$ cat config.mk
export PLATFORM = sky130hd
export DESIGN_NAME = axis_uart
export DESIGN_NICKNAME = d
export VERILOG_FILES = /design/src/source/uart_line_pkg.sv /design/src/source/uart_stream_pkg.sv /design/src/source/axis_uart.sv /design/src/source/uart_rx.sv /design/src/source/uart_rx_buffer.sv /design/src/source/uart_tx.sv
export SDC_FILE = /design/constraint.sdc
export NUM_CORES = 1
export LEC_CHECK = 0
export CORE_ASPECT_RATIO = 0.9
export CORE_MARGIN = 2
export CORE_UTILIZATION = 30
export DETAILED_ROUTE_END_ITERATION = 8
export DONT_BUFFER_PORTS = 1
export PLACE_DENSITY = 0.49
export SLEW_MARGIN = 20
export SYNTH_ARGS = -nofsm -noshare
export SYNTH_HDL_FRONTEND = slang
export SYNTH_SLANG_ARGS = --single-unit
$ cat constraint.sdc
create_clock -name m_axis -period 4.45 [get_ports m_axis]
set_clock_uncertainty 0.1 [all_clocks]
set_input_delay 0.445 -clock m_axis [delete_from_list [all_inputs] [get_ports m_axis]]
set_output_delay 0.445 -clock m_axis [all_outputs]
set_load 0.01 [all_outputs]
$ cat src/source/uart_line_pkg.sv
// UART line-side types
// Serial byte, parity setting, bit-period divider and the state
// encodings of the receive and transmit machines

`default_nettype none

package uart_line_pkg;

    typedef logic [7:0]  uart_data_t;  // One serial data byte
    typedef logic [15:0] clk_div_t;    // Clock cycles per serial bit

    typedef enum logic [1:0] {
        parity_none = 2'd0,
        parity_even = 2'd1,
        parity_odd  = 2'd2
    } parity_mode_e;

    typedef enum logic [2:0] {
        rx_idle, rx_start, rx_data, rx_parity, rx_stop, rx_done
    } rx_state_e;

    typedef enum logic [2:0] {
        tx_idle, tx_start, tx_data, tx_parity, tx_stop
    } tx_state_e;

endpackage

`default_nettype wire

$ cat src/source/uart_stream_pkg.sv
// UART stream-side types
// One byte transfer on the credit-controlled stream ports and the
// counter type used to track credits

`default_nettype none

package uart_stream_pkg;

    // Single-cycle transfer, valid only while the sender holds a credit
    typedef struct packed {
        logic                    valid;
        uart_line_pkg::uart_data_t data;
    } byte_beat_t;

    typedef logic [3:0] credit_cnt_t;  // Up to 15 credits

endpackage

`default_nettype wire

$ cat src/source/axis_uart.sv
// UART peripheral with byte-stream ports
// Receiver feeding a credit-controlled receive buffer, with an
// independent transmitter alongside

`timescale 1ns/1ns
`default_nettype none

module axis_uart #(
    parameter int RX_DEPTH   = 4,
    parameter int RX_CREDITS = 2
) (
    input  logic                        m_axis,
    input  logic                        arst_n_i,
    input  logic                        uart_rx_i,
    output logic                        uart_tx_o,
    input  uart_line_pkg::parity_mode_e parity_i,
    input  uart_line_pkg::clk_div_t     clk_div_i,
    output uart_stream_pkg::byte_beat_t rx_beat_o,
    input  logic                        rx_credit_i,
    input  uart_stream_pkg::byte_beat_t tx_beat_i,
    output logic                        tx_credit_o,
    output logic                        rx_parity_err_o,
    output logic                        rx_overflow_o
);

    uart_stream_pkg::byte_beat_t rx_beat;  // Receiver to buffer

    uart_rx u_rx (
        .m_axis       (m_axis),
        .arst_n_i     (arst_n_i),
        .parity_i     (parity_i),
        .clk_div_i    (clk_div_i),
        .uart_rx_i    (uart_rx_i),
        .beat_o       (rx_beat),
        .parity_err_o (rx_parity_err_o)
    );

    uart_rx_buffer #(
        .RX_DEPTH   (RX_DEPTH),
        .RX_CREDITS (RX_CREDITS)
    ) u_rx_buffer (
        .m_axis     (m_axis),
        .arst_n_i   (arst_n_i),
        .beat_i     (rx_beat),
        .credit_i   (rx_credit_i),
        .beat_o     (rx_beat_o),
        .overflow_o (rx_overflow_o)
    );

    uart_tx u_tx (
        .m_axis    (m_axis),
        .arst_n_i  (arst_n_i),
        .parity_i  (parity_i),
        .clk_div_i (clk_div_i),
        .beat_i    (tx_beat_i),
        .uart_tx_o (uart_tx_o),
        .credit_o  (tx_credit_o)
    );

endmodule

`default_nettype wire

$ cat src/source/uart_rx.sv
// UART receiver
// Synchronizes the serial line, validates the start bit at mid-bit,
// shifts in 8 data bits LSB first and checks optional parity.
// A good frame leaves as a one-cycle beat from the done state,
// a frame with bad parity is dropped and flagged instead

`timescale 1ns/1ns
`default_nettype none

module uart_rx (
    input  logic                         m_axis,
    input  logic                         arst_n_i,
    input  uart_line_pkg::parity_mode_e  parity_i,
    input  uart_line_pkg::clk_div_t      clk_div_i,
    input  logic                         uart_rx_i,
    output uart_stream_pkg::byte_beat_t  beat_o,
    output logic                         parity_err_o
);

    uart_line_pkg::rx_state_e state_q;
    uart_line_pkg::clk_div_t  baud_cnt;
    uart_line_pkg::uart_data_t shift_q;

    logic [1:0] sync_q;
    logic [2:0] bit_cnt;
    logic       rx_line;
    logic       par_err_q;
    logic       baud_done;
    logic       mid_start;
    logic       parity_on;
    logic       exp_par;

    assign rx_line   = sync_q[1];
    assign baud_done = (baud_cnt == clk_div_i - 16'd1);
    assign mid_start = (state_q == uart_line_pkg::rx_start) &&
                       (baud_cnt == (clk_div_i >> 1) - 16'd1);
    assign parity_on = (parity_i == uart_line_pkg::parity_even) ||
                       (parity_i == uart_line_pkg::parity_odd);
    assign exp_par   = (parity_i == uart_line_pkg::parity_odd) ? ~^shift_q : ^shift_q;

    // Two-flop synchronizer, idles high like the line
    always_ff @(posedge m_axis or negedge arst_n_i) begin
        if (!arst_n_i) begin
            sync_q <= 2'b11;
        end else begin
            sync_q <= {sync_q[0], uart_rx_i};
        end
    end

    always_ff @(posedge m_axis or negedge arst_n_i) begin
        if (!arst_n_i) begin
            state_q   <= uart_line_pkg::rx_idle;
            baud_cnt  <= '0;
            bit_cnt   <= '0;
            par_err_q <= 1'b0;
        end else begin
            case (state_q)
                uart_line_pkg::rx_idle: begin
                    baud_cnt  <= '0;
                    bit_cnt   <= '0;
                    par_err_q <= 1'b0;
                    if (!rx_line) begin
                        state_q <= uart_line_pkg::rx_start;  // Falling edge seen
                    end
                end
                uart_line_pkg::rx_start: begin
                    if (mid_start) begin
                        baud_cnt <= '0;
                        // Line back high at mid-bit means a glitch
                        state_q  <= rx_line ? uart_line_pkg::rx_idle : uart_line_pkg::rx_data;
                    end else begin
                        baud_cnt <= baud_cnt + 16'd1;
                    end
                end
                uart_line_pkg::rx_data: begin
                    if (baud_done) begin
                        baud_cnt <= '0;
                        bit_cnt  <= bit_cnt + 3'd1;
                        if (bit_cnt == 3'd7) begin
                            state_q <= parity_on ? uart_line_pkg::rx_parity
                                                 : uart_line_pkg::rx_stop;
                        end
                    end else begin
                        baud_cnt <= baud_cnt + 16'd1;
                    end
                end
                uart_line_pkg::rx_parity: begin
                    if (baud_done) begin
                        baud_cnt  <= '0;
                        par_err_q <= (rx_line != exp_par);
                        state_q   <= uart_line_pkg::rx_stop;
                    end else begin
                        baud_cnt <= baud_cnt + 16'd1;
                    end
                end
                uart_line_pkg::rx_stop: begin
                    if (baud_done) begin
                        baud_cnt <= '0;
                        state_q  <= uart_line_pkg::rx_done;  // Stop level not checked
                    end else begin
                        baud_cnt <= baud_cnt + 16'd1;
                    end
                end
                uart_line_pkg::rx_done: begin
                    state_q <= uart_line_pkg::rx_idle;
                end
                default: begin
                    state_q <= uart_line_pkg::rx_idle;
                end
            endcase
        end
    end

    // Sampling points fall at mid-bit since the start check realigned the counter
    always_ff @(posedge m_axis) begin
        if ((state_q == uart_line_pkg::rx_data) && baud_done) begin
            shift_q <= {rx_line, shift_q[7:1]};  // LSB arrives first
        end
    end

    assign beat_o = '{valid: (state_q == uart_line_pkg::rx_done) && !par_err_q,
                      data:  shift_q};

    assign parity_err_o = (state_q == uart_line_pkg::rx_done) && par_err_q;

endmodule

`default_nettype wire

$ cat src/source/uart_rx_buffer.sv
// UART receive buffer
// Circular store for good bytes, drained in arrival order while the
// downstream side has granted credits. A byte arriving while the store
// is full is discarded and reported in the same cycle

`timescale 1ns/1ns
`default_nettype none

module uart_rx_buffer #(
    parameter int RX_DEPTH   = 4,
    parameter int RX_CREDITS = 2
) (
    input  logic                        m_axis,
    input  logic                        arst_n_i,
    input  uart_stream_pkg::byte_beat_t beat_i,
    input  logic                        credit_i,
    output uart_stream_pkg::byte_beat_t beat_o,
    output logic                        overflow_o
);

    localparam int PTR_W = $clog2(RX_DEPTH);
    localparam int CNT_W = $clog2(RX_DEPTH + 1);

    uart_line_pkg::uart_data_t   mem [RX_DEPTH];
    uart_stream_pkg::credit_cnt_t credits;

    logic [PTR_W-1:0] wr_ptr;
    logic [PTR_W-1:0] rd_ptr;
    logic [CNT_W-1:0] fill;
    logic             full;
    logic             push;
    logic             pop;

    assign full       = (fill == CNT_W'(RX_DEPTH));
    assign push       = beat_i.valid && !full;
    assign pop        = (fill != '0) && (credits != '0);  // Send only with a credit in hand
    assign overflow_o = beat_i.valid && full;

    assign beat_o = '{valid: pop, data: mem[rd_ptr]};

    always_ff @(posedge m_axis) begin
        if (push) begin
            mem[wr_ptr] <= beat_i.data;
        end
    end

    always_ff @(posedge m_axis or negedge arst_n_i) begin
        if (!arst_n_i) begin
            wr_ptr  <= '0;
            rd_ptr  <= '0;
            fill    <= '0;
            credits <= uart_stream_pkg::credit_cnt_t'(RX_CREDITS);
        end else begin
            if (push) begin
                wr_ptr <= (wr_ptr == PTR_W'(RX_DEPTH - 1)) ? '0 : wr_ptr + 1'b1;
            end
            if (pop) begin
                rd_ptr <= (rd_ptr == PTR_W'(RX_DEPTH - 1)) ? '0 : rd_ptr + 1'b1;
            end
            case ({push, pop})
                2'b10:   fill <= fill + 1'b1;
                2'b01:   fill <= fill - 1'b1;
                default: fill <= fill;
            endcase
            case ({credit_i, pop})
                2'b10:   credits <= credits + 4'd1;  // Slot freed downstream
                2'b01:   credits <= credits - 4'd1;
                default: credits <= credits;
            endcase
        end
    end

endmodule

`default_nettype wire

$ cat src/source/uart_tx.sv
// UART transmitter
// Takes one byte beat into a holding register and serializes it as
// start bit, 8 data bits LSB first, optional parity and stop bit.
// The single credit is handed back one cycle after the stop bit ends

`timescale 1ns/1ns
`default_nettype none

module uart_tx (
    input  logic                        m_axis,
    input  logic                        arst_n_i,
    input  uart_line_pkg::parity_mode_e parity_i,
    input  uart_line_pkg::clk_div_t     clk_div_i,
    input  uart_stream_pkg::byte_beat_t beat_i,
    output logic                        uart_tx_o,
    output logic                        credit_o
);

    uart_line_pkg::tx_state_e  state_q;
    uart_line_pkg::clk_div_t   baud_cnt;
    uart_line_pkg::uart_data_t hold_q;

    logic [2:0] bit_cnt;
    logic       par_q;
    logic       baud_done;
    logic       parity_on;
    logic       accept;

    assign baud_done = (baud_cnt == clk_div_i - 16'd1);
    assign parity_on = (parity_i == uart_line_pkg::parity_even) ||
                       (parity_i == uart_line_pkg::parity_odd);
    assign accept    = (state_q == uart_line_pkg::tx_idle) && beat_i.valid;

    always_ff @(posedge m_axis or negedge arst_n_i) begin
        if (!arst_n_i) begin
            state_q  <= uart_line_pkg::tx_idle;
            baud_cnt <= '0;
            bit_cnt  <= '0;
            credit_o <= 1'b0;
        end else begin
            credit_o <= 1'b0;
            if (state_q == uart_line_pkg::tx_idle) begin
                baud_cnt <= '0;
                bit_cnt  <= '0;
                if (accept) begin
                    state_q <= uart_line_pkg::tx_start;
                end
            end else if (!baud_done) begin
                baud_cnt <= baud_cnt + 16'd1;
            end else begin
                baud_cnt <= '0;
                case (state_q)
                    uart_line_pkg::tx_start: begin
                        state_q <= uart_line_pkg::tx_data;
                    end
                    uart_line_pkg::tx_data: begin
                        bit_cnt <= bit_cnt + 3'd1;
                        if (bit_cnt == 3'd7) begin
                            state_q <= parity_on ? uart_line_pkg::tx_parity
                                                 : uart_line_pkg::tx_stop;
                        end
                    end
                    uart_line_pkg::tx_parity: begin
                        state_q <= uart_line_pkg::tx_stop;
                    end
                    uart_line_pkg::tx_stop: begin
                        state_q  <= uart_line_pkg::tx_idle;
                        credit_o <= 1'b1;  // Holding slot free again
                    end
                    default: begin
                        state_q <= uart_line_pkg::tx_idle;
                    end
                endcase
            end
        end
    end

    always_ff @(posedge m_axis) begin
        if (accept) begin
            hold_q <= beat_i.data;
            par_q  <= (parity_i == uart_line_pkg::parity_odd) ? ~^beat_i.data : ^beat_i.data;
        end else if ((state_q == uart_line_pkg::tx_data) && baud_done) begin
            hold_q <= hold_q >> 1;  // Next bit to position 0
        end
    end

    always_comb begin
        case (state_q)
            uart_line_pkg::tx_start:  uart_tx_o = 1'b0;
            uart_line_pkg::tx_data:   uart_tx_o = hold_q[0];
            uart_line_pkg::tx_parity: uart_tx_o = par_q;
            default:                  uart_tx_o = 1'b1;  // Idle and stop are high
        endcase
    end

endmodule

`default_nettype wire

==> flow_summary.ini, run 1 <==
[logic_synthesis]
synth_edf_count = 49
syn_avg_cell_area_um2 = 10.39
synth_top_family_by_area = simple AND/OR/NAND/NOR gates
synthCells = 640
ys_ff_latch = 108
synthMuxAreaShare_pct = 5.642
synth-compound-area-share_pct = 10.66
ys.flop_type = dfrtp_1
synth_area_um2 = 6653
yosysWarnings = 0
synth-xor-area-share_pct = 12.79
ys_async_sr_fraction_pct = 54.63
seq_area_frac_synth_pct = 44.37
synth_cell_types = 74
yosys.area_share.simple_pct = 18.04
synthAdderAreaFrac_pct = 3.987
syn-num-nets = 691

[clock_tree]
cts_root_buffer = clkbuf_16
numCtsBuffers = 9
htree_levels = 3
insertion_delay_ps = 360
clock_sinks = 108
clkTransAtPathRegs_ps = 80
cts_max_path_buffers = 2
cts_tree = done

[worst_setup_path]
critPathArrivalTime_ps = 3750
cp_max_fo = 13
critical_path.startpoint_type = input port
setup.worst_path.end_class = flop
required_ps = 4580
critPathKind = in2reg

[layout]
drive_above_1_share_pct = 10.58
num_antenna_cells = 0
nets = 679
finalInstanceArea_um2 = 7273
stdcell_count = 924
area_delta_synth_final_pct = 9.329
multi_input_area_um2 = 3403
layout_commonest_cell = dfrtp_1
seq_area_um2 = 2952
n_fill_cell = 2241
final_cell_mix = 56 x dfrtp_1, 49 x edfxtp_1, 48 x nor2_1

[drt]
dr.first_iter.drc_count = 291
viasPerCell = 5.057
drc_errors = 0
ant_nets = 0
wl_per_cell_um = 16.64
wirelength_um = 15370
drtPass1Iterations = 4
vias = 4673

[timing]
slew_headroom_pct = 46.33
setup_viol = 0
fmax_mhz = 276.2
tightest_slew_ps = 797.7
setup-tns-final_ps = 0
rsz0062_at_grt = no
finalWorstSetupSlack_ps = 829.2
fin_crit_ps = 3621
period_share_pct = 81.37
slew_violations = 0
finalHoldViolCount = 0

[die]
die_w_um = 161.0
start_util_pct = 30.66
die_h_um = 145.3
core-area_um2 = 21700
core.rowCount = 51
die_area_um2 = 23380
io_pins = 44

[place]
port_buffers = 0
post-dp-hpwl_um = 11360
dp_cells = 905
placedInstanceArea_um2 = 6912
routabilityCongestion = 0.8327
place_ws_ps = 484.9

[global_route]
grt_max_degree = 60
grt_usage_pct = 13.54
grt-ovfl-total = 0
grt_pass1_wl_um = 25250
grt_pass1_vias = 4655
antenna_found_initial = 0

[worst_hold_path]
min_path_type = in2reg

[power]
p_per_area_nw_per_um2 = 390.8
peakVddDrop_v = 0.0002332
p_leak_nw = 2.766

[status]
outcome = finished, final reports clean

[job]
max-cap-violations = 0
worst paths after layout:
check | from | end | slack, ps | depth (start not counted)
max | clk_div_i[1] | u_rx.baud_cnt[13] | 830 | 12
min | tx_beat_i[8] | u_tx.state_q[0] | 210 | 2
max reg2reg | u_rx.baud_cnt[6] | u_rx.baud_cnt[13] | 1010 | 10
min reg2reg | u_rx.sync_q[0] | u_rx.sync_q[1] | 260 | 0
max in group asynchronous | arst_n_i | u_rx.sync_q[0] | 3420 | 2
min in group asynchronous | arst_n_i | u_rx_buffer.credits[0] | 510 | 2
Yosys cell counts, types with 7 or more instances:
cell	number	share of area, %
o22ai_1	7	0.66
inv_1	32	1.8
edfxtp_1	49	22
dfrtp_1	56	21
mux2_2	12	2.0
nand3_1	33	2.5
nand2_1	39	2.2
ha_1	18	3.4
nand4_1	10	0.94
mux4_2	8	2.7
xnor2_1	45	5.9
o31ai_1	7	0.79
nor2b_1	7	0.66
a31oi_1	8	0.75
nand2b_1	9	0.85
a21oi_1	17	1.3
xor2_1	47	6.2
nor2_1	48	2.7
and3_1	14	1.3
o21ai_0	19	1.4
clkbuf_1	22	1.2
and2_1	10	0.94
nor3_1	11	0.83
nor4_1	9	0.85
sequential cells by signal, indices dropped and copies added (netlist names), 2 cells and up:
signal and flops:
u_rx_buffer.credits 4, u_rx_buffer.wr_ptr 2, u_tx.hold_q 8, u_rx.baud_cnt 16
u_tx.bit_cnt 3, u_rx_buffer.mem 32, u_rx.bit_cnt 3, u_rx.state_q 3
u_tx.state_q 3, u_rx.sync_q 2, u_rx.shift_q 8, u_tx.baud_cnt 16
u_rx_buffer.fill 3, u_rx_buffer.rd_ptr 2
logic make-up (layout without fill, tap and decap cells):
logic type | count (synthesis) | after routing
multiplexers | 26 | 26
AND/OR/NAND/NOR | 221 | 221
flip-flops | 108 | 108
AO/OA/AOI/OAI | 103 | 103
XOR/XNOR | 94 | 94
buffers and inverters | 68 | 61
adder cells (fa/ha/maj) | 20 | 20
where the power goes:
| part | switching, mW | internal, mW |
|---|---|---|
| sequential | 0.143 | 1.13 |
| combinational | 0.377 | 0.352 |
| clock | 0.432 | 0.410 |
timing repair:
item                      4_1_cts  5_1_grt
hold buffers                    3        0
hold endpoints to repair       60        0
buffers inserted                0        0
resized for setup               0        0
routing by layer:
layer  track usage (%)  vias up  wire [um]
met1             18.64     2282       7238
met4             3.571        0        216
met2             21.05      104       7055
met3             3.631       17        863
li1                  -     2270          -
met5                 0        -          0
critical path, stage by stage:
cell,delay [ps]
inv_1,60
ha_1,280
nor3b_1,450
nand4_2,240
nand3b_1,140
o311ai_1,100
or4_1,470
or4_1,680
buf_4,240
a21bo_1,310
a31oi_1,210
o31ai_1,90
final cells by class:
| class | instances | area share [%] |
|---|---|---|
| tap | 291 | 5.006 |
| inverter | 32 | 1.651 |
| multi-input combinational | 464 | 46.79 |
| clock buffer | 9 | 3.097 |
| timing repair buffer | 13 | 1.686 |
| sequential | 108 | 40.58 |
| clock inverter | 7 | 1.187 |
metrics by stage:
step | hold WS [ps] | util [%] | total power [mW]
after detailed placement | 54.29 | 31.86 | 2.012
after floorplan | 49.41 | - | 1.895
final | 206.6 | 33.52 | 2.843
after global routing | 190.8 | 33.52 | 3.030
after global placement | 54.85 | 31.86 | 1.988
after CTS | 189.7 | 33.51 | 2.888
(Power assumes the default switching activity.)
==> run 2, diff against run 1 <==
--- a/config.mk
+++ b/config.mk
@@ -10,7 +10,7 @@
 export CORE_UTILIZATION = 30
 export DETAILED_ROUTE_END_ITERATION = 8
 export DONT_BUFFER_PORTS = 1
-export PLACE_DENSITY = 0.49
+export PLACE_DENSITY = 0.5
 export SLEW_MARGIN = 20
 export SYNTH_ARGS = -nofsm -noshare
 export SYNTH_HDL_FRONTEND = slang
==> constraint.sdc (replaced) <==
create_clock -name m_axis -period 3.2 [get_ports m_axis]
set_clock_uncertainty 0.1 [all_clocks]
set_input_delay 0.32 -clock m_axis [delete_from_list [all_inputs] [get_ports m_axis]]
set_output_delay 0.32 -clock m_axis [all_outputs]
set_load 0.01 [all_outputs]
==> flow_summary.ini, run 2 (synthesized netlist as in run 1, its figures left out) <==
[status]
outcome = finished, final reports clean

[worst_setup_path]
required_ps = 3330
timing.rr.start = u_rx.baud_cnt[2]
rr_endpoint = u_rx.baud_cnt[5]
rrSetupSlack_ps = 170
timing.critical_path.cells = xor2_1, a31oi_1, nand3_1, or4_1, or4_1, buf_4, and3_4, o41ai_2, o31ai_1
slowest_stage = or4_1
critPathArrivalTime_ps = 3150
crit_top_cell = or4_1
cp_max_fo = 12
rr_worst_depth = 9
critPathKind = reg2reg
critical_path.startpoint_type = flop
slowest_delay_ps = 530
setup.worst_path.end_class = flop
crit_family = simple AND/OR/NAND/NOR gates
crit_buf_inv = 1
cp.depth = 9

[layout]
largest_reg_flops = 32
area_delta_synth_final_pct = 15.27
reg.largest.list = u_rx_buffer.mem: 32 flops, u_rx.baud_cnt: 16 flops, u_tx.baud_cnt: 16 flops
layout_commonest_cell = dfrtp_1
final_cell_mix = 55 x dfrtp_1, 49 x edfxtp_1, 48 x nor2_1
nets = 718
regMostFlops = u_rx_buffer.mem
drive_above_1_share_pct = 17.11
finalInstanceArea_um2 = 7669
num_antenna_cells = 0

[worst_hold_path]
hold_end = u_tx.hold_q[7]
min_path_type = in2reg
hold_depth = 1
min-delay-start = tx_beat_i[7]

[global_route]
grt_max_degree = 60
grt_pass1_wl_um = 26030
antenna_found_initial = 0
grt_usage_pct = 14.07
grt_pass1_vias = 4856
grt-ovfl-total = 0

[die]
die_w_um = 161.0
start_util_pct = 30.66
core-area_um2 = 21700
io_pins = 44
core.rowCount = 51
die_area_um2 = 23380
die_h_um = 145.3

[drt]
drtPass1Iterations = 5
viasPerCell = 5.079
dr.first_iter.drc_count = 330
drc_errors = 0
wirelength_um = 15900
vias = 4891
wl_per_cell_um = 16.51
ant_nets = 0

[clock_tree]
cts_tree = done
cts_max_path_buffers = 2
cts_root_buffer = clkbuf_16
clkTransAtPathRegs_ps = 80
cts_setup_buffers = 0
insertion_delay_ps = 360
numCtsBuffers = 9
clock_sinks = 108
htree_levels = 3

[power]
total_power_mw = 4.011
peakVddDrop_v = 0.0002968
p_leak_nw = 2.981
p_per_area_nw_per_um2 = 523.0

[timing]
rsz0062_at_grt = no
setup-tns-final_ps = 0
slew_violations = 0
fmax_mhz = 330.5
tightest_slew_ps = 653.3
slew_headroom_pct = 56.29
finalHoldViolCount = 0
finalWorstSetupSlack_ps = 174.2
fin_crit_ps = 3026
hold_ws_ps = 71.35
setup_viol = 0
period_share_pct = 94.56

[place]
port_buffers = 0
placedInstanceArea_um2 = 7297
post-dp-hpwl_um = 11940
place_ws_ps = -241.7
routabilityCongestion = 0.9329

[job]
max-cap-violations = 0
## run 2: changes by cell type in the layout (fill, tap and decap cells not counted), moves of 2 or more
cell | before | now
inv_6 | 0 | 2
buf_4 | 10 | 45
inv_8 | 4 | 2
ha_1 | 18 | 16
buf_12 | 0 | 4
## run 2: power breakdown
part / switching [mW] / internal (mW)
clock: 0.580 / 0.564
sequential: 0.182 / 1.57
combinational: 0.552 / 0.564
## run 2: cell type report
cell class                 count  area, um^2
clock buffer                   9       225.2
clock inverter                 7       81.33
fill                        2208       14030
inverter                      32       122.6
multi-input combinational    464        3457
sequential                   108        2953
tap                          291       364.1
timing repair buffer          52       465.4
## run 2: worst max path at each step
stage,startpoint,end,slack (ps)
floorplan,clk_div_i[0],u_rx.shift_q[0],-20
global placement,clk_div_i[1],u_rx.baud_cnt[7],-160
detailed placement,clk_div_i[1],u_rx.baud_cnt[6],-240
CTS,u_rx.baud_cnt[6],u_rx.baud_cnt[6],90
global route,u_rx.baud_cnt[2],u_rx.baud_cnt[14],20
finish,u_rx.baud_cnt[2],u_rx.baud_cnt[5],170
## run 2: worst register-to-register path: cells and delay by family, from the launching register on
| family | cells | cell delay, ps |
|---|---|---|
| AO/OA/AOI/OAI | 3 | 610 |
| AND/OR/NAND/NOR | 4 | 1340 |
| XOR/XNOR | 1 | 180 |
| flip-flops | 1 | 460 |
| buffers and inverters | 1 | 200 |
## run 2: routing by layer
layer | share of wire (%) | global-route usage, %
met1 | 47 | 19.43
met3 | 5.6 | 2.916
met5 | 0 | 0
met4 | 1.8 | 4.107
met2 | 46 | 22.25
## run 2: through the flow
| step | util (%) | cells |
|---|---|---|
| global placement | 33.63 | 944 |
| CTS | 35.27 | 963 |
| global route | 35.35 | 963 |
| detailed placement | 33.63 | 944 |
| finish | 35.35 | 963 |
| floorplan | - | 640 |
## run 2: repair_timing
action                                  CTS  global route
endpoints found under the hold margin    60             0
hold buffers                              3             0
gates resized for setup                   0             5
endpoints found under the setup margin    0            28
